==> config.mk <==
export PLATFORM = sky130hd
export DESIGN_NAME = lite_demux
export DESIGN_NICKNAME = d
export VERILOG_FILES = /design/src/verilog/lite_demux_pkg.sv /design/src/verilog/select_fifo.sv /design/src/verilog/aw_dispatch.sv /design/src/verilog/write_return.sv /design/src/verilog/read_route.sv /design/src/verilog/lite_demux.sv
export SDC_FILE = /design/constraint.sdc
export NUM_CORES = 1
export LEC_CHECK = 0
export BUFFER_PORTS_ARGS = -buffer_cell sky130_fd_sc_hd__buf_2
export CORE_AREA = 3 3 295 297
export CTS_BUF_LIST = sky130_fd_sc_hd__clkbuf_4
export DETAILED_ROUTE_END_ITERATION = 10
export DIE_AREA = 0 0 298 300
export SYNTH_ARGS = -nofsm -noshare
export SYNTH_HDL_FRONTEND = slang
export SYNTH_SLANG_ARGS = --single-unit
==> constraint.sdc <==
create_clock -name clk_i -period 3.75 [get_ports clk_i]
set_input_delay 0.5625 -clock clk_i [delete_from_list [all_inputs] [get_ports clk_i]]
set_output_delay 0.5625 -clock clk_i [all_outputs]
set_load 0.01 [all_outputs]
==> src/verilog/lite_demux_pkg.sv <==
// lite_demux package
// sizes, port count, select fifo depth and the axi4-lite channel structs
package lite_demux_pkg;

  // ------------------------------------------------
  // sizes
  // ------------------------------------------------
  localparam int unsigned ADDR_W    = 32;
  localparam int unsigned DATA_W    = 32;
  localparam int unsigned STRB_W    = DATA_W / 8;
  localparam int unsigned NUM_PORTS = 4;                  // downstream ports, 2 or more
  localparam int unsigned SEL_W     = $clog2(NUM_PORTS);
  localparam int unsigned MAX_TRANS = 4;                  // open transactions per select fifo

  typedef logic [SEL_W-1:0] sel_t;        // downstream port index
  typedef logic [1:0]       resp_code_t;  // okay / exokay / slverr / decerr

  // ------------------------------------------------
  // channel payloads
  // ------------------------------------------------
  typedef struct packed {
    logic [ADDR_W-1:0] addr;
    logic [2:0]        prot;
  } aw_chan_t;  // 35 bits

  typedef struct packed {
    logic [ADDR_W-1:0] addr;
    logic [2:0]        prot;
  } ar_chan_t;  // same layout as aw

  typedef struct packed {
    logic [DATA_W-1:0] data;
    logic [STRB_W-1:0] strb;
  } w_chan_t;

  typedef struct packed {
    resp_code_t resp;
  } b_chan_t;

  typedef struct packed {
    logic [DATA_W-1:0] data;
    resp_code_t        resp;
  } r_chan_t;

  // ------------------------------------------------
  // bundles, master side and slave side
  // ------------------------------------------------
  typedef struct packed {
    aw_chan_t aw;
    logic     aw_valid;
    w_chan_t  w;
    logic     w_valid;
    logic     b_ready;
    ar_chan_t ar;
    logic     ar_valid;
    logic     r_ready;
  } lite_req_t;

  typedef struct packed {
    logic    aw_ready;
    logic    w_ready;
    b_chan_t b;
    logic    b_valid;
    logic    ar_ready;
    r_chan_t r;
    logic    r_valid;
  } lite_resp_t;

endpackage

==> src/verilog/select_fifo.sv <==
// select fifo
// circular queue of port selects, no fall-through, full and empty flags
`timescale 1ns/1ps

module select_fifo #(
  parameter int unsigned DEPTH = lite_demux_pkg::MAX_TRANS
) (
  input  logic                 clk_i,
  input  logic                 rst_n_i,
  input  logic                 push_i,
  input  lite_demux_pkg::sel_t sel_i,
  input  logic                 pop_i,
  output lite_demux_pkg::sel_t sel_o,
  output logic                 full_o,
  output logic                 empty_o
);
  import lite_demux_pkg::*;

  typedef logic [$clog2(DEPTH)-1:0]   ptr_t;
  typedef logic [$clog2(DEPTH+1)-1:0] cnt_t;  // holds 0..DEPTH

  sel_t mem_q [DEPTH];
  ptr_t wr_ptr_q;
  ptr_t rd_ptr_q;
  cnt_t cnt_q;

  // wrap at DEPTH, depth need not be a power of two
  function automatic ptr_t ptr_inc(ptr_t p);
    return (p == ptr_t'(DEPTH - 1)) ? '0 : p + 1'b1;
  endfunction

  assign sel_o   = mem_q[rd_ptr_q];       // head, valid only when not empty
  assign full_o  = (cnt_q == cnt_t'(DEPTH));
  assign empty_o = (cnt_q == '0);

  always_ff @(posedge clk_i or negedge rst_n_i) begin
    if (!rst_n_i) begin
      wr_ptr_q <= '0;
      rd_ptr_q <= '0;
      cnt_q    <= '0;
    end else begin
      if (push_i) wr_ptr_q <= ptr_inc(wr_ptr_q);
      if (pop_i)  rd_ptr_q <= ptr_inc(rd_ptr_q);
      if (push_i && !pop_i)      cnt_q <= cnt_q + 1'b1;
      else if (pop_i && !push_i) cnt_q <= cnt_q - 1'b1;  // simultaneous push/pop keeps count
    end
  end

  // storage
  always_ff @(posedge clk_i) begin
    if (push_i) mem_q[wr_ptr_q] <= sel_i;
  end

  // callers gate push on full and pop on empty
  a_no_overflow : assert property (@(posedge clk_i) disable iff (!rst_n_i) push_i |-> !full_o)
    else $error("select_fifo: push while full");
  a_no_underflow : assert property (@(posedge clk_i) disable iff (!rst_n_i) pop_i |-> !empty_o)
    else $error("select_fifo: pop while empty");

endmodule

==> src/verilog/aw_dispatch.sv <==
// aw dispatch
// steers aw to the selected port, pushes the select once per request
`timescale 1ns/1ps

module aw_dispatch (
  input  logic                                 clk_i,
  input  logic                                 rst_n_i,
  input  logic                                 aw_valid_i,
  input  lite_demux_pkg::sel_t                 aw_sel_i,
  output logic                                 aw_ready_o,
  output logic [lite_demux_pkg::NUM_PORTS-1:0] port_aw_valid_o,
  input  logic [lite_demux_pkg::NUM_PORTS-1:0] port_aw_ready_i,
  input  logic                                 fifo_full_i,
  output logic                                 fifo_push_o
);
  import lite_demux_pkg::*;

  logic lock_q;  // select already queued, port has not taken the aw yet
  logic lock_d;

  always_comb begin
    lock_d          = lock_q;
    aw_ready_o      = 1'b0;
    port_aw_valid_o = '0;
    fifo_push_o     = 1'b0;
    if (lock_q) begin
      // held request, no further push
      port_aw_valid_o[aw_sel_i] = 1'b1;
      if (port_aw_ready_i[aw_sel_i]) begin
        aw_ready_o = 1'b1;
        lock_d     = 1'b0;  // back to idle
      end
    end else if (aw_valid_i && !fifo_full_i) begin
      // first presentation, queue select for the w beat
      fifo_push_o               = 1'b1;
      port_aw_valid_o[aw_sel_i] = 1'b1;
      if (port_aw_ready_i[aw_sel_i]) begin
        aw_ready_o = 1'b1;
      end else begin
        lock_d = 1'b1;      // port stalls, hold valid
      end
    end
  end

  always_ff @(posedge clk_i or negedge rst_n_i) begin
    if (!rst_n_i) lock_q <= 1'b0;
    else          lock_q <= lock_d;
  end

  // ------------------------------------------------
  // upstream rules
  // ------------------------------------------------
  a_aw_sel_range : assert property (@(posedge clk_i) disable iff (!rst_n_i)
      aw_valid_i |-> (aw_sel_i < NUM_PORTS))
    else $error("aw_dispatch: aw_sel_i %0h out of range", aw_sel_i);

  // the lock relies on the master keeping the request while stalled
  a_aw_stable : assert property (@(posedge clk_i) disable iff (!rst_n_i)
      (aw_valid_i && !aw_ready_o) |=> (aw_valid_i && $stable(aw_sel_i)))
    else $error("aw_dispatch: aw valid or select changed while stalled");

endmodule

==> src/verilog/write_return.sv <==
// write return path
// steers w beats by the queued aw select, queues selects for b and merges b upstream
`timescale 1ns/1ps

module write_return (
  input  logic                                            clk_i,
  input  logic                                            rst_n_i,
  // upstream w
  input  logic                                            w_valid_i,
  output logic                                            w_ready_o,
  // head of the w select fifo
  input  lite_demux_pkg::sel_t                            w_sel_i,
  input  logic                                            w_empty_i,
  output logic                                            w_pop_o,
  // downstream w
  output logic [lite_demux_pkg::NUM_PORTS-1:0]            port_w_valid_o,
  input  logic [lite_demux_pkg::NUM_PORTS-1:0]            port_w_ready_i,
  // downstream b
  input  lite_demux_pkg::b_chan_t [lite_demux_pkg::NUM_PORTS-1:0] port_b_i,
  input  logic [lite_demux_pkg::NUM_PORTS-1:0]            port_b_valid_i,
  output logic [lite_demux_pkg::NUM_PORTS-1:0]            port_b_ready_o,
  // upstream b
  output lite_demux_pkg::b_chan_t                         b_o,
  output logic                                            b_valid_o,
  input  logic                                            b_ready_i
);
  import lite_demux_pkg::*;

  sel_t b_sel;    // port owing the oldest b
  logic b_full;
  logic b_empty;
  logic b_pop;
  logic w_go;     // w target known and room to track its b

  assign w_go = !w_empty_i && !b_full;

  // ------------------------------------------------
  // w steering
  // ------------------------------------------------
  always_comb begin
    for (int i = 0; i < NUM_PORTS; i++) begin
      port_w_valid_o[i] = w_go && w_valid_i && (w_sel_i == sel_t'(i));
      port_b_ready_o[i] = !b_empty && b_ready_i && (b_sel == sel_t'(i));  // head port only
    end
  end

  assign w_ready_o = w_go && port_w_ready_i[w_sel_i];
  assign w_pop_o   = w_valid_i && w_ready_o;  // beat done, also pushes the b select

  select_fifo #(
    .DEPTH   ( MAX_TRANS )
  ) i_b_fifo (
    .clk_i   ( clk_i     ),
    .rst_n_i ( rst_n_i   ),
    .push_i  ( w_pop_o   ),
    .sel_i   ( w_sel_i   ),
    .pop_i   ( b_pop     ),
    .sel_o   ( b_sel     ),
    .full_o  ( b_full    ),
    .empty_o ( b_empty   )
  );

  // ------------------------------------------------
  // b merge
  // ------------------------------------------------
  assign b_o       = b_empty ? '0 : port_b_i[b_sel];  // zero when nothing pending
  assign b_valid_o = !b_empty && port_b_valid_i[b_sel];
  assign b_pop     = b_valid_o && b_ready_i;

endmodule

==> src/verilog/read_route.sv <==
// read route
// steers ar to the selected port, queues the select, returns r from the head port
`timescale 1ns/1ps

module read_route (
  input  logic                                            clk_i,
  input  logic                                            rst_n_i,
  // upstream ar
  input  logic                                            ar_valid_i,
  input  lite_demux_pkg::sel_t                            ar_sel_i,
  output logic                                            ar_ready_o,
  // downstream ar
  output logic [lite_demux_pkg::NUM_PORTS-1:0]            port_ar_valid_o,
  input  logic [lite_demux_pkg::NUM_PORTS-1:0]            port_ar_ready_i,
  // downstream r
  input  lite_demux_pkg::r_chan_t [lite_demux_pkg::NUM_PORTS-1:0] port_r_i,
  input  logic [lite_demux_pkg::NUM_PORTS-1:0]            port_r_valid_i,
  output logic [lite_demux_pkg::NUM_PORTS-1:0]            port_r_ready_o,
  // upstream r
  output lite_demux_pkg::r_chan_t                         r_o,
  output logic                                            r_valid_o,
  input  logic                                            r_ready_i
);
  import lite_demux_pkg::*;

  sel_t r_sel;     // port owing the oldest r
  logic r_full;
  logic r_empty;
  logic r_push;
  logic r_pop;

  // ------------------------------------------------
  // ar steering
  // ------------------------------------------------
  always_comb begin
    for (int i = 0; i < NUM_PORTS; i++) begin
      // no valid while the queue cannot take the select
      port_ar_valid_o[i] = !r_full && ar_valid_i && (ar_sel_i == sel_t'(i));
      port_r_ready_o[i]  = !r_empty && r_ready_i && (r_sel == sel_t'(i));
    end
  end

  assign ar_ready_o = !r_full && port_ar_ready_i[ar_sel_i];
  assign r_push     = ar_valid_i && ar_ready_o;

  select_fifo #(
    .DEPTH   ( MAX_TRANS )
  ) i_r_fifo (
    .clk_i   ( clk_i     ),
    .rst_n_i ( rst_n_i   ),
    .push_i  ( r_push    ),
    .sel_i   ( ar_sel_i  ),
    .pop_i   ( r_pop     ),
    .sel_o   ( r_sel     ),
    .full_o  ( r_full    ),
    .empty_o ( r_empty   )
  );

  // ------------------------------------------------
  // r merge
  // ------------------------------------------------
  assign r_o       = r_empty ? '0 : port_r_i[r_sel];
  assign r_valid_o = !r_empty && port_r_valid_i[r_sel];
  assign r_pop     = r_valid_o && r_ready_i;

  // ------------------------------------------------
  // upstream rules
  // ------------------------------------------------
  a_ar_sel_range : assert property (@(posedge clk_i) disable iff (!rst_n_i)
      ar_valid_i |-> (ar_sel_i < NUM_PORTS))
    else $error("read_route: ar_sel_i %0h out of range", ar_sel_i);

  // a stalled ar must not retarget, or the queued order breaks
  a_ar_stable : assert property (@(posedge clk_i) disable iff (!rst_n_i)
      (ar_valid_i && !ar_ready_o) |=> (ar_valid_i && $stable(ar_sel_i)))
    else $error("read_route: ar valid or select changed while stalled");

endmodule

==> src/verilog/lite_demux.sv <==
// axi4-lite demux top
// one upstream port to NUM_PORTS downstream ports, routed by the aw/ar selects
`timescale 1ns/1ps

module lite_demux (
  input  logic                                                  clk_i,
  input  logic                                                  rst_n_i,
  // upstream, master connects here
  input  lite_demux_pkg::lite_req_t                             slv_req_i,
  input  lite_demux_pkg::sel_t                                  slv_aw_sel_i,
  input  lite_demux_pkg::sel_t                                  slv_ar_sel_i,
  output lite_demux_pkg::lite_resp_t                            slv_resp_o,
  // downstream, slaves connect here
  output lite_demux_pkg::lite_req_t  [lite_demux_pkg::NUM_PORTS-1:0] mst_req_o,
  input  lite_demux_pkg::lite_resp_t [lite_demux_pkg::NUM_PORTS-1:0] mst_resp_i
);
  import lite_demux_pkg::*;

  // per-port control vectors
  logic    [NUM_PORTS-1:0] aw_valid, aw_ready;
  logic    [NUM_PORTS-1:0] w_valid, w_ready;
  logic    [NUM_PORTS-1:0] b_valid, b_ready;
  logic    [NUM_PORTS-1:0] ar_valid, ar_ready;
  logic    [NUM_PORTS-1:0] r_valid, r_ready;
  b_chan_t [NUM_PORTS-1:0] port_b;
  r_chan_t [NUM_PORTS-1:0] port_r;

  // w select fifo
  logic w_push;
  logic w_pop;
  logic w_full;
  logic w_empty;
  sel_t w_sel;

  // ------------------------------------------------
  // unpack bundles, payloads go to every port
  // ------------------------------------------------
  for (genvar i = 0; i < NUM_PORTS; i++) begin : gen_port
    assign mst_req_o[i].aw       = slv_req_i.aw;
    assign mst_req_o[i].aw_valid = aw_valid[i];
    assign mst_req_o[i].w        = slv_req_i.w;
    assign mst_req_o[i].w_valid  = w_valid[i];
    assign mst_req_o[i].b_ready  = b_ready[i];
    assign mst_req_o[i].ar       = slv_req_i.ar;
    assign mst_req_o[i].ar_valid = ar_valid[i];
    assign mst_req_o[i].r_ready  = r_ready[i];

    assign aw_ready[i] = mst_resp_i[i].aw_ready;
    assign w_ready[i]  = mst_resp_i[i].w_ready;
    assign port_b[i]   = mst_resp_i[i].b;
    assign b_valid[i]  = mst_resp_i[i].b_valid;
    assign ar_ready[i] = mst_resp_i[i].ar_ready;
    assign port_r[i]   = mst_resp_i[i].r;
    assign r_valid[i]  = mst_resp_i[i].r_valid;
  end

  // ------------------------------------------------
  // write side
  // ------------------------------------------------
  aw_dispatch i_aw_dispatch (
    .clk_i           ( clk_i               ),
    .rst_n_i         ( rst_n_i             ),
    .aw_valid_i      ( slv_req_i.aw_valid  ),
    .aw_sel_i        ( slv_aw_sel_i        ),
    .aw_ready_o      ( slv_resp_o.aw_ready ),
    .port_aw_valid_o ( aw_valid            ),
    .port_aw_ready_i ( aw_ready            ),
    .fifo_full_i     ( w_full              ),
    .fifo_push_o     ( w_push              )
  );

  select_fifo #(
    .DEPTH   ( MAX_TRANS    )
  ) i_w_fifo (
    .clk_i   ( clk_i        ),
    .rst_n_i ( rst_n_i      ),
    .push_i  ( w_push       ),
    .sel_i   ( slv_aw_sel_i ),  // order of accepted aw
    .pop_i   ( w_pop        ),
    .sel_o   ( w_sel        ),
    .full_o  ( w_full       ),
    .empty_o ( w_empty      )
  );

  write_return i_write_return (
    .clk_i          ( clk_i              ),
    .rst_n_i        ( rst_n_i            ),
    .w_valid_i      ( slv_req_i.w_valid  ),
    .w_ready_o      ( slv_resp_o.w_ready ),
    .w_sel_i        ( w_sel              ),
    .w_empty_i      ( w_empty            ),
    .w_pop_o        ( w_pop              ),
    .port_w_valid_o ( w_valid            ),
    .port_w_ready_i ( w_ready            ),
    .port_b_i       ( port_b             ),
    .port_b_valid_i ( b_valid            ),
    .port_b_ready_o ( b_ready            ),
    .b_o            ( slv_resp_o.b       ),
    .b_valid_o      ( slv_resp_o.b_valid ),
    .b_ready_i      ( slv_req_i.b_ready  )
  );

  // ------------------------------------------------
  // read side
  // ------------------------------------------------
  read_route i_read_route (
    .clk_i           ( clk_i               ),
    .rst_n_i         ( rst_n_i             ),
    .ar_valid_i      ( slv_req_i.ar_valid  ),
    .ar_sel_i        ( slv_ar_sel_i        ),
    .ar_ready_o      ( slv_resp_o.ar_ready ),
    .port_ar_valid_o ( ar_valid            ),
    .port_ar_ready_i ( ar_ready            ),
    .port_r_i        ( port_r              ),
    .port_r_valid_i  ( r_valid             ),
    .port_r_ready_o  ( r_ready             ),
    .r_o             ( slv_resp_o.r        ),
    .r_valid_o       ( slv_resp_o.r_valid  ),
    .r_ready_i       ( slv_req_i.r_ready   )
  );

endmodule

---- After elaboration in Yosys (flattened, before gate mapping) ----
Memories as Yosys holds them, arrays and structs flattened.
Cells that the tools add are included.
operators by class
  add/sub/neg operators ................... 12
  magnitude comparators ................... 6
  eq/ne operators ......................... 21
  muxes and demuxes ....................... 46
  reduce and logical (&&, ||, !) cells .... 58
operator list
  operator                                                            number
  binary-select mux 34 bit (select 2 bit)                             1
  2-to-1 mux 34 bit                                                   2
  logical AND 1 bit                                                   37
  == test 2 bit (second input constant)                               14
  2-to-1 mux 1 bit                                                    20
  2-to-1 mux 3 bit                                                    6
  2-to-1 mux 2 bit                                                    8
  < comparator 2 x 3 -> 1 bit (second input constant)                 5
  adder 2 x 1 -> 2 bit (second input constant)                        6
  logical NOT 1 bit                                                   11
  binary-select mux 1 bit (select 2 bit)                              5
  adder 3 x 1 -> 3 bit (second input constant)                        3
  == test 3 bit (second input constant)                               3
  logical NOT 3 bit                                                   3
  subtractor 3 x 1 -> 3 bit (second input constant)                   3
  == test 2 x 1 -> 1 bit (second input constant)                      4
  logical NOT 2 bit                                                   4
  2-to-1 mux 4 bit                                                    2
  nonzero test 2 bit                                                  3
  binary-select mux 2 bit (select 2 bit)                              1
  demux 1 bit (select 2 bit)                                          1
  greater-or-equal comparator 2 x 1 -> 1 bit (second input constant)  1
storage, ports and cells
  flip-flop bits (word level) ............. 22
  RAM bits ................................ 24
  input port bits ......................... 281
  output and inout bits ................... 485
  logic and storage cells ................. 156
  memories ................................ 3
memories
  name                           words  width  read ports  clocked after Yosys merged registers in  write ports  RTL line           source
  i_read_route.i_r_fifo.mem_q    4      2      1           0                                        1            select_fifo.sv:22  sel_t mem_q [DEPTH];
  i_w_fifo.mem_q                 4      2      1           0                                        1            select_fifo.sv:22
  i_write_return.i_b_fifo.mem_q  4      2      1           0                                        1            select_fifo.sv:22

---- Longest topological paths before layout ----
Gate-level depths: netlist (run 1).
  depth after elaboration ................. 9
  gate-level depth with buffers ........... 11
  gate-level depth less buffers ........... 10

---- Cells and area by module ----
Synthesis (run 1) repeated with hierarchy kept, for this count alone.
unflattened totals
  cell total of the unflattened synthesis .. 733
  area, all modules ....................... 7030.5 µm²
by module, submodules not included
  module                                    times used  cells each  area an instance (µm²)
  lite_demux                                1           424         3183.1
  select_fifo at i_read_route.i_r_fifo ...  2           47          703.2
  read_route                                1           134         1400.1
  select_fifo at i_w_fifo                   1           47          704.4
  write_return                              1           21          225.2
  aw_dispatch                               1           13          111.4

---- Worst setup path after synthesis (run 1) ----
No wires, ideal clock.
  path kind ............................... register -> register
  from .................................... reg i_read_route.i_r_fifo.rd_ptr_q[0]
  to ...................................... reg i_read_route.i_r_fifo.cnt_q[1]
  arrival time ............................ 2.506 ns
  required time ........................... 3.625 ns
  path slack .............................. 1.119 ns
  stages on the path, launching flop included .. 10
  buffers on the path ..................... 1
  period minus slack after synthesis ...... 2.631 ns
  cell sequence ........................... dfrtp_1 mux4_2 buf_2 nand3b_1 o22ai_1 inv_1 ha_1 inv_1 fa_1 mux2_2
between the ends
  cells in the longest elaborated chain, start to end .. 8
  elaborated cells between the ends (all ways) .. 10
  those cells by class .................... mux (3); reduce/logical (6); memory (1)
ends and longest elaborated chain
  what                                                    RTL line           source
  from (decl)                                             select_fifo.sv:24  ptr_t rd_ptr_q;
  from (signal assigned)                                  select_fifo.sv:43  if (pop_i) rd_ptr_q <= ptr_inc(rd_ptr_q);
  memory read (4 x 2 bit) *                               n/a
  binary-select mux 1 bit (select 2 bit) *                read_route.sv:63   assign r_valid_o = !r_empty && port_r_valid_i[r_sel];
  2-to-1 mux 1 bit (not written as such) *                read_route.sv:63
  logical AND 1 bit *                                     read_route.sv:63
  logical AND 1 bit *                                     read_route.sv:64   assign r_pop = r_valid_o && r_ready_i;
  logical NOT 1 bit                                       select_fifo.sv:44  if (push_i && !pop_i) cnt_q <= cnt_q + 1'b1;
  logical AND 1 bit                                       select_fifo.sv:44
  2-to-1 mux 3 bit or nonzero test 2 bit (tied branches)  n/a
  to (signal assigned)                                    select_fifo.sv:44
  to (signal assigned)                                    select_fifo.sv:45  else if (pop_i && !push_i) cnt_q <= cnt_q - 1'b1;
  to (decl)                                               select_fifo.sv:25  cnt_t cnt_q;
Mark *: on every way between the ends. The rest lies on a longest branch, timed or not. The select of a mux whose other input is x is not followed.
A chain may end at the register's enable or synchronous reset.

==> results of run 1 <==
## layer usage
layer  GRT usage (%)  vias up
li1                -     1543
met1            6.14     1741
met2            8.99      589
met3            7.99       73
met4            2.05        4
met5            1.52        -
## sequential cells by signal, indices dropped and copies added (netlist names)
signal / count
i_read_route.i_r_fifo.rd_ptr_q: 2
i_aw_dispatch.lock_q: 1
i_write_return.i_b_fifo.rd_ptr_q: 2
i_w_fifo.wr_ptr_q: 2
i_read_route.i_r_fifo.wr_ptr_q: 2
i_w_fifo.mem_q: 8
i_write_return.i_b_fifo.wr_ptr_q: 2
i_read_route.i_r_fifo.mem_q: 8
i_w_fifo.cnt_q: 3
i_write_return.i_b_fifo.cnt_q: 3
i_w_fifo.rd_ptr_q: 2
i_write_return.i_b_fifo.mem_q: 8
i_read_route.i_r_fifo.cnt_q: 3
## synth_stat cells
| cell type | count | area, um^2 |
|---|---|---|
| a21boi_0 | 1 | 7.51 |
| nor2_1 | 25 | 93.8 |
| a21boi_1 | 1 | 7.51 |
| o22ai_4 | 1 | 20.0 |
| buf_6 | 3 | 33.8 |
| and3b_1 | 3 | 26.3 |
| mux2i_1 | 10 | 100 |
| or3b_2 | 1 | 8.76 |
| a211oi_1 | 1 | 7.51 |
| edfxtp_1 | 24 | 721 |
| nor3b_1 | 3 | 22.5 |
| inv_1 | 14 | 52.6 |
| a21oi_1 | 1 | 5.00 |
| o21ai_0 | 2 | 10.0 |
| xnor2_1 | 4 | 35.0 |
| xor2_1 | 5 | 43.8 |
| buf_4 | 429 | 3220 |
| clkbuf_1 | 4 | 15.0 |
| ha_1 | 18 | 225 |
| o31a_1 | 1 | 8.76 |
| nand2b_1 | 1 | 6.26 |
| nand2_1 | 5 | 18.8 |
| fa_1 | 3 | 60.1 |
| nand4b_1 | 1 | 8.76 |
| dfrtp_1 | 22 | 551 |
| or3_1 | 2 | 12.5 |
| buf_2 | 6 | 30.0 |
| nand3b_1 | 1 | 7.51 |
| mux4_2 | 44 | 991 |
| mux2_2 | 13 | 146 |
| mux2_1 | 4 | 45.0 |
| and2_1 | 44 | 275 |
| nor3_1 | 3 | 15.0 |
| nor2b_1 | 4 | 25.0 |
| o22ai_1 | 2 | 12.5 |
| nand4bb_4 | 1 | 27.5 |
| and3_1 | 5 | 31.3 |
| nand3_1 | 1 | 5.00 |
## stage by stage
stage	cells	cell area (um^2)	util, %	hold WS, ns	worst slack, ns
2_1_floorplan	713	6930	-	0.267	1.12
4_1_cts	1663	6350	7.48	0.168	0.0813
3_5_place_dp	1655	6290	7.42	0.507	0.269
5_1_grt	1666	6390	7.52	0.192	0.162
3_3_place_gp	1655	6290	7.42	0.513	0.318
6_report	1666	6390	7.52	0.175	0.292
## logic make-up (layout without fill, tap and decap cells)
group                      after synthesis  after routing  share of synthesized area (%)
adders and majority gates               21             21                           4.11
muxes                                   71             71                           18.5
AOI/OAI and AO/OA                       10             10                           1.14
DFF                                     46             46                           18.3
buffers and inverters                  456            265                           48.3
and+or+nand+nor                        100            100                           8.43
xor gates and xnor gates                 9              9                           1.14
## power breakdown
part,internal (mW),switching [mW],total [mW]
registers,0.718,0.174,0.892
logic,1.43,1.91,3.34
clock network,0.0739,0.177,0.250
total,2.22,2.26,4.48
## area by class of cell
class | instances | area [um^2] | share of cell area, %
timing repair buffer | 243 | 1260 | 19.7
tap | 1144 | 1430 | 22.4
multi-input combinational | 211 | 2310 | 36.2
clock buffer | 5 | 37.5 | 0.588
clock inverter | 3 | 18.8 | 0.294
inverter | 14 | 52.6 | 0.823
sequential | 46 | 1270 | 19.9
## final timing paths
kind / startpoint / end / slack [ns]
worst min-delay path: rst_n_i / i_write_return.i_b_fifo.wr_ptr_q[0] / 0.18
worst max register to register: i_read_route.i_r_fifo.rd_ptr_q[0] / i_read_route.i_r_fifo.cnt_q[1] / 0.31
max in group asynchronous: rst_n_i / i_read_route.i_r_fifo.wr_ptr_q[1] / 3.17
worst max-delay path: i_read_route.i_r_fifo.rd_ptr_q[0] / slv_resp_o[24] / 0.29
min in group clk_i: slv_aw_sel_i[0] / i_w_fifo.mem_q[2][0] / 0.50
worst min register to register: i_read_route.i_r_fifo.cnt_q[2] / i_read_route.i_r_fifo.cnt_q[2] / 0.53
## worst max-delay path: stages (launching register included)
cell and delay [ns]:
dfrtp_1 0.49, mux4_2 0.73, buf_4 0.48, mux4_2 0.41
and2_1 0.19, buf_2 0.21
## what timing repair did
item                                   CTS  global route
setup endpoints to repair                0             2
endpoints found under the hold margin    0             0
buffers inserted                         0             3
gates resized for setup                  0             0
hold buffers                             0             0
==> results by group, run 1 <==
Floorplanning
  – Die height: 300 um
  – Core area: between 80000 and 90000 um^2
  – Starting density of the core: under 10%
  – Die area: 89400 um^2
  – Ports: 766
  – Die X: around 300 um
  – Num rows: approximately 110

Final layout
  – # diodes: 0
  – Filler cell count in the final layout: around 10000
  – Share of layout cells above drive strength 1: approximately three fifths
  – Final nets: 823
  – Commonest non-fill, non-tap cell in the layout: buf_2
  – P&R area growth vs syn: -7.89%
  – Commonest cells after routing, fill and taps aside: buf_2 (235), and2_1 (44), mux4_2 (43), nor2_1 (25), edfxtp_1 (24)

Drt
  – Drt initial violations: 156
  – Detailed-route via count: between 3000 and 4000
  – Final WL: 32200 um
  – Drt first pass iters: 4
  – Top sig layer: met5
  – M1 WL: 10200 um
  – Vias per cell: about 2.4
  – DRC: 0
  – Wirelength per Cell: around 19 um
  – Metal3 WL: about 8400 um
  – Met2 wire len: between 10000 and 15000 um
  – Routed Antenna Nets: 0

Clocking
  – Root Buffer: clkbuf_4
  – Clock-pin slew on the worst setup and hold paths: about 0.16 ns
  – Clock Path Buffers: 2
  – CTS tree: yes
  – Num Clock Sinks: 46
  – Skew-Pair Late Insertion Delay: ~0.37 ns
  – CTS H-tree lvls: 2
  – Total CTS buffers: 5

GRT
  – Largest net degree at the start of global routing: 34
  – Total track usage: ~6.7%
  – Initial antenna violation count: 9
  – Gr ovfl total: 0
  – Number of global-route vias before repair: between 4000 and 5000
  – First-pass GRT wire length: between 30000 and 40000 um

Worst setup path
  – Setup CP Type: reg2out
  – Endpoint type of the worst setup path: output port
  – Arr. time, crit path: just under 3 ns
  – Reg2Reg Depth: 9
  – Startpoint types: flip-flop
  – Max Fanout on Critical Path: 30
  – CP Data Required Time: 3.19 ns

Power
  – Worst vdd ir: around 0.29 mV
  – Pwr Density: 702 nW/um^2
  – Static Leakage: ~2.4 nW
  – Power after layout: roughly 4.5 mW

Timing
  – Setup TNS: 0 ns
  – Worst-Margin Slew: slightly above 1 ns
  – Slew margin rel.: approximately a third
  – Setup Viol. Count Final: 0
  – Fin crit period: about 3.5 ns
  – FMAX: about 0.29 GHz
  – RSZ-0062 raised after global routing: no
  – Endpoints failing hold: 0
  – Period utilization: about 92%
  – Clk_skew: about 0.015 ns
  – Slew Viols, Final: 0

Logic synthesis
  – Post-synth net total: 1015
  – Count of cell types in the netlist: 38
  – Post-synthesis sequential area ratio: 18.3%
  – Synth warnings: 0
  – Register bit total from synthesis: between 40 and 50
  – Mapped Cells: 713
  – Mapped Area: roughly 6900 um^2
  – Synth Area per Inst: 9.72 um^2

Placement
  – Placer Congestion: ~0.85
  – IO buf count: ~240
  – DP HPWL: about 29000 um

Status
  – Status: finished, final reports clean

Worst hold path
  – Hold Path Class: in2async

Job
  – Max_cap viols: 0
(Power assumes the default switching activity.)
==> run 2, diff against run 1 <==
==> constraint.sdc (replaced) <==
create_clock -name clk_i -period 3.7 [get_ports clk_i]
set_input_delay 0.555 -clock clk_i [delete_from_list [all_inputs] [get_ports clk_i]]
set_output_delay 0.555 -clock clk_i [all_outputs]
set_load 0.01 [all_outputs]
==> run 2 against run 1 <==
Effect of this change:
- routed wire length decreased by 0.59%
- die area unchanged
- global-route usage about the same
- clock-buffer cell count increased by 1
- highest routed layer unchanged
- via count decreased by 0.43%
- non-clock buffer count increased by 1
- first-iteration DRC count decreased by 19%
- utilization about the same
==> results by group, run 2 (synthesis results as in run 1) <==
Timing
  – Setup TNS: 0 ns
  – Period utilization: 90.9%
  – RSZ-0062 raised after global routing: no
  – Endpoints failing hold: 0
  – Clk_skew: 0.00408 ns
  – Setup Viol. Count Final: 0
  – FMAX: 0.297 GHz
  – Fin crit period: 3.36 ns
  – Slew Viols, Final: 0
  – Worst-Margin Slew: slightly below 0.8 ns
  – Slew margin rel.: 48.1%

Floorplanning
  – Ports: approximately 770
  – Num rows: about 110
  – Die X: just under 300 um
  – Starting density of the core: about 8.2%
  – Core area: around 85000 um^2
  – Die area: a little under 90000 um^2
  – Die height: around 300 um

Drt
  – Routed Antenna Nets: 0
  – Detailed-route via count: 3933
  – Vias per cell: roughly 2.4
  – DRC: 0
  – Drt initial violations: 126
  – Drt first pass iters: 4
  – Wirelength per Cell: 19.2 um
  – Final WL: roughly 32000 um

Worst setup path
  – Max Fanout on Critical Path: 30
  – Endpoint type of the worst setup path: output port
  – CP Data Required Time: 3.14 ns
  – Startpoint types: flip-flop
  – Setup CP Type: reg2out
  – Arr. time, crit path: 2.81 ns

Final layout
  – Final cell count without fillers: 1669
  – P&R area growth vs syn: -7.87%
  – Top flop regs: i_read_route.i_r_fifo.mem_q (8), i_w_fifo.mem_q (8), i_write_return.i_b_fifo.mem_q (8)
  – Final nets: roughly 820
  – Share of layout cells above drive strength 1: between 50% and 60%
  – Commonest cells after routing, fill and taps aside: buf_2 (235), and2_1 (44), mux4_2 (43), nor2_1 (25), edfxtp_1 (24)
  – Commonest non-fill, non-tap cell in the layout: buf_2

Clocking
  – CTS Hold Bufs: 0
  – Root Buffer: clkbuf_4
  – Clock Path Buffers: 2
  – Skew-Pair Late Insertion Delay: 0.36 ns
  – Num Clock Sinks: between 40 and 50
  – Clock-pin slew on the worst setup and hold paths: approximately 0.14 ns
  – Total CTS buffers: 5
  – CTS tree: yes
  – CTS H-tree lvls: 2

Power
  – Worst vdd ir: around 0.32 mV
  – Pwr Density: just over 700 nW/um^2
  – Clk pwr share: under 10%
  – Internal power: ~2.2 mW
  – Net Sw Frac: between 50% and 60%
  – Flop pwr share: 20.1%
  – Logic pwr share: 74.3%
  – Net Sw Power: between 2 and 2.5 mW
  – Static Leakage: ~2.4 nW

Placement
  – DP HPWL: ~29000 um
  – Placer Congestion: about 0.85
  – IO buf count: around 240
  – Placed cells: approximately 1700

Job
  – Max_cap viols: 0

Status
  – Status: finished, final reports clean

GRT
  – Initial antenna violation count: 10
  – Largest net degree at the start of global routing: 34
  – Gr ovfl total: 0
  – Total track usage: under 10%
  – First-pass GRT wire length: slightly below 40000 um
  – Number of global-route vias before repair: roughly 4000

Worst hold path
  – Hold Path Class: in2async
[run 2: cell type report]
| cell class | count | area, um^2 |
|---|---|---|
| multi-input cells | 211 | 2310 |
| diodes | 2 | 5.00 |
| clock buffers | 6 | 45.0 |
| inverters | 14 | 52.6 |
| well taps | 1144 | 1430 |
| fillers | 9997 | 78500 |
| clock inverters | 2 | 12.5 |
| repair buffers | 244 | 1260 |
| flip-flops and latches | 46 | 1270 |
[run 2: timing repair]
action | in CTS | in global routing
buffers inserted | 0 | 4
resized for setup | 0 | 0
setup endpoints to repair | 0 | 1
[run 2: worst paths after layout]
| check | startpoint | end | slack, ns | depth (start not counted) |
|---|---|---|---|---|
| max in group asynchronous | rst_n_i | i_read_route.i_r_fifo.rd_ptr_q[1] | 3.13 | 1 |
| worst min-delay path | rst_n_i | i_aw_dispatch.lock_q | 0.17 | 1 |
| min in group clk_i | slv_aw_sel_i[1] | i_w_fifo.mem_q[2][1] | 0.51 | 1 |
| worst max register to register | i_read_route.i_r_fifo.rd_ptr_q[0] | i_read_route.i_r_fifo.cnt_q[2] | 0.53 | 12 |
| worst max-delay path | i_read_route.i_r_fifo.rd_ptr_q[0] | slv_resp_o[28] | 0.34 | 5 |
| worst min register to register | i_read_route.i_r_fifo.cnt_q[2] | i_read_route.i_r_fifo.cnt_q[2] | 0.53 | 1 |
[run 2: power by group through the flow]
stage / Sequential, mW / Combinational, mW / Clock, mW
2_1_floorplan: 0.879 / 2.43 / 0
6_report: 0.904 / 3.34 / 0.252
3_5_place_dp: 0.919 / 3.44 / 0
3_3_place_gp: 0.913 / 3.44 / 0
4_1_cts: 0.910 / 3.47 / 0.271
5_1_grt: 0.938 / 3.76 / 0.292
[run 2: metal layers]
| layer | up-vias | global-route usage [%] | wire length (um) |
|---|---|---|---|
| met4 | 4 | 2.45 | 1390 |
| met1 | 1705 | 5.86 | 9410 |
| met3 | 82 | 8.68 | 9210 |
| met5 | - | 1.52 | 122 |
| met2 | 601 | 8.52 | 11900 |
| li1 | 1541 | - | - |
[run 2: worst max-delay path, stage by stage (launching register included)]
cell and delay, ns:
dfrtp_1 0.49, mux4_2 0.67, buf_4 0.47, mux4_2 0.41, and2_1 0.17, buf_2 0.23
[run 2: stage by stage]
step	cell area (um^2)	utilization, %	power, mW	hold WS, ns	setup slack, ns
2_1_floorplan	6930	-	3.31	0.259	1.07
3_3_place_gp	6290	7.42	4.35	0.512	0.467
3_5_place_dp	6290	7.42	4.36	0.506	0.407
4_1_cts	6350	7.48	4.65	0.169	0.120
5_1_grt	6390	7.53	4.99	0.181	0.164
6_report	6390	7.53	4.50	0.174	0.335
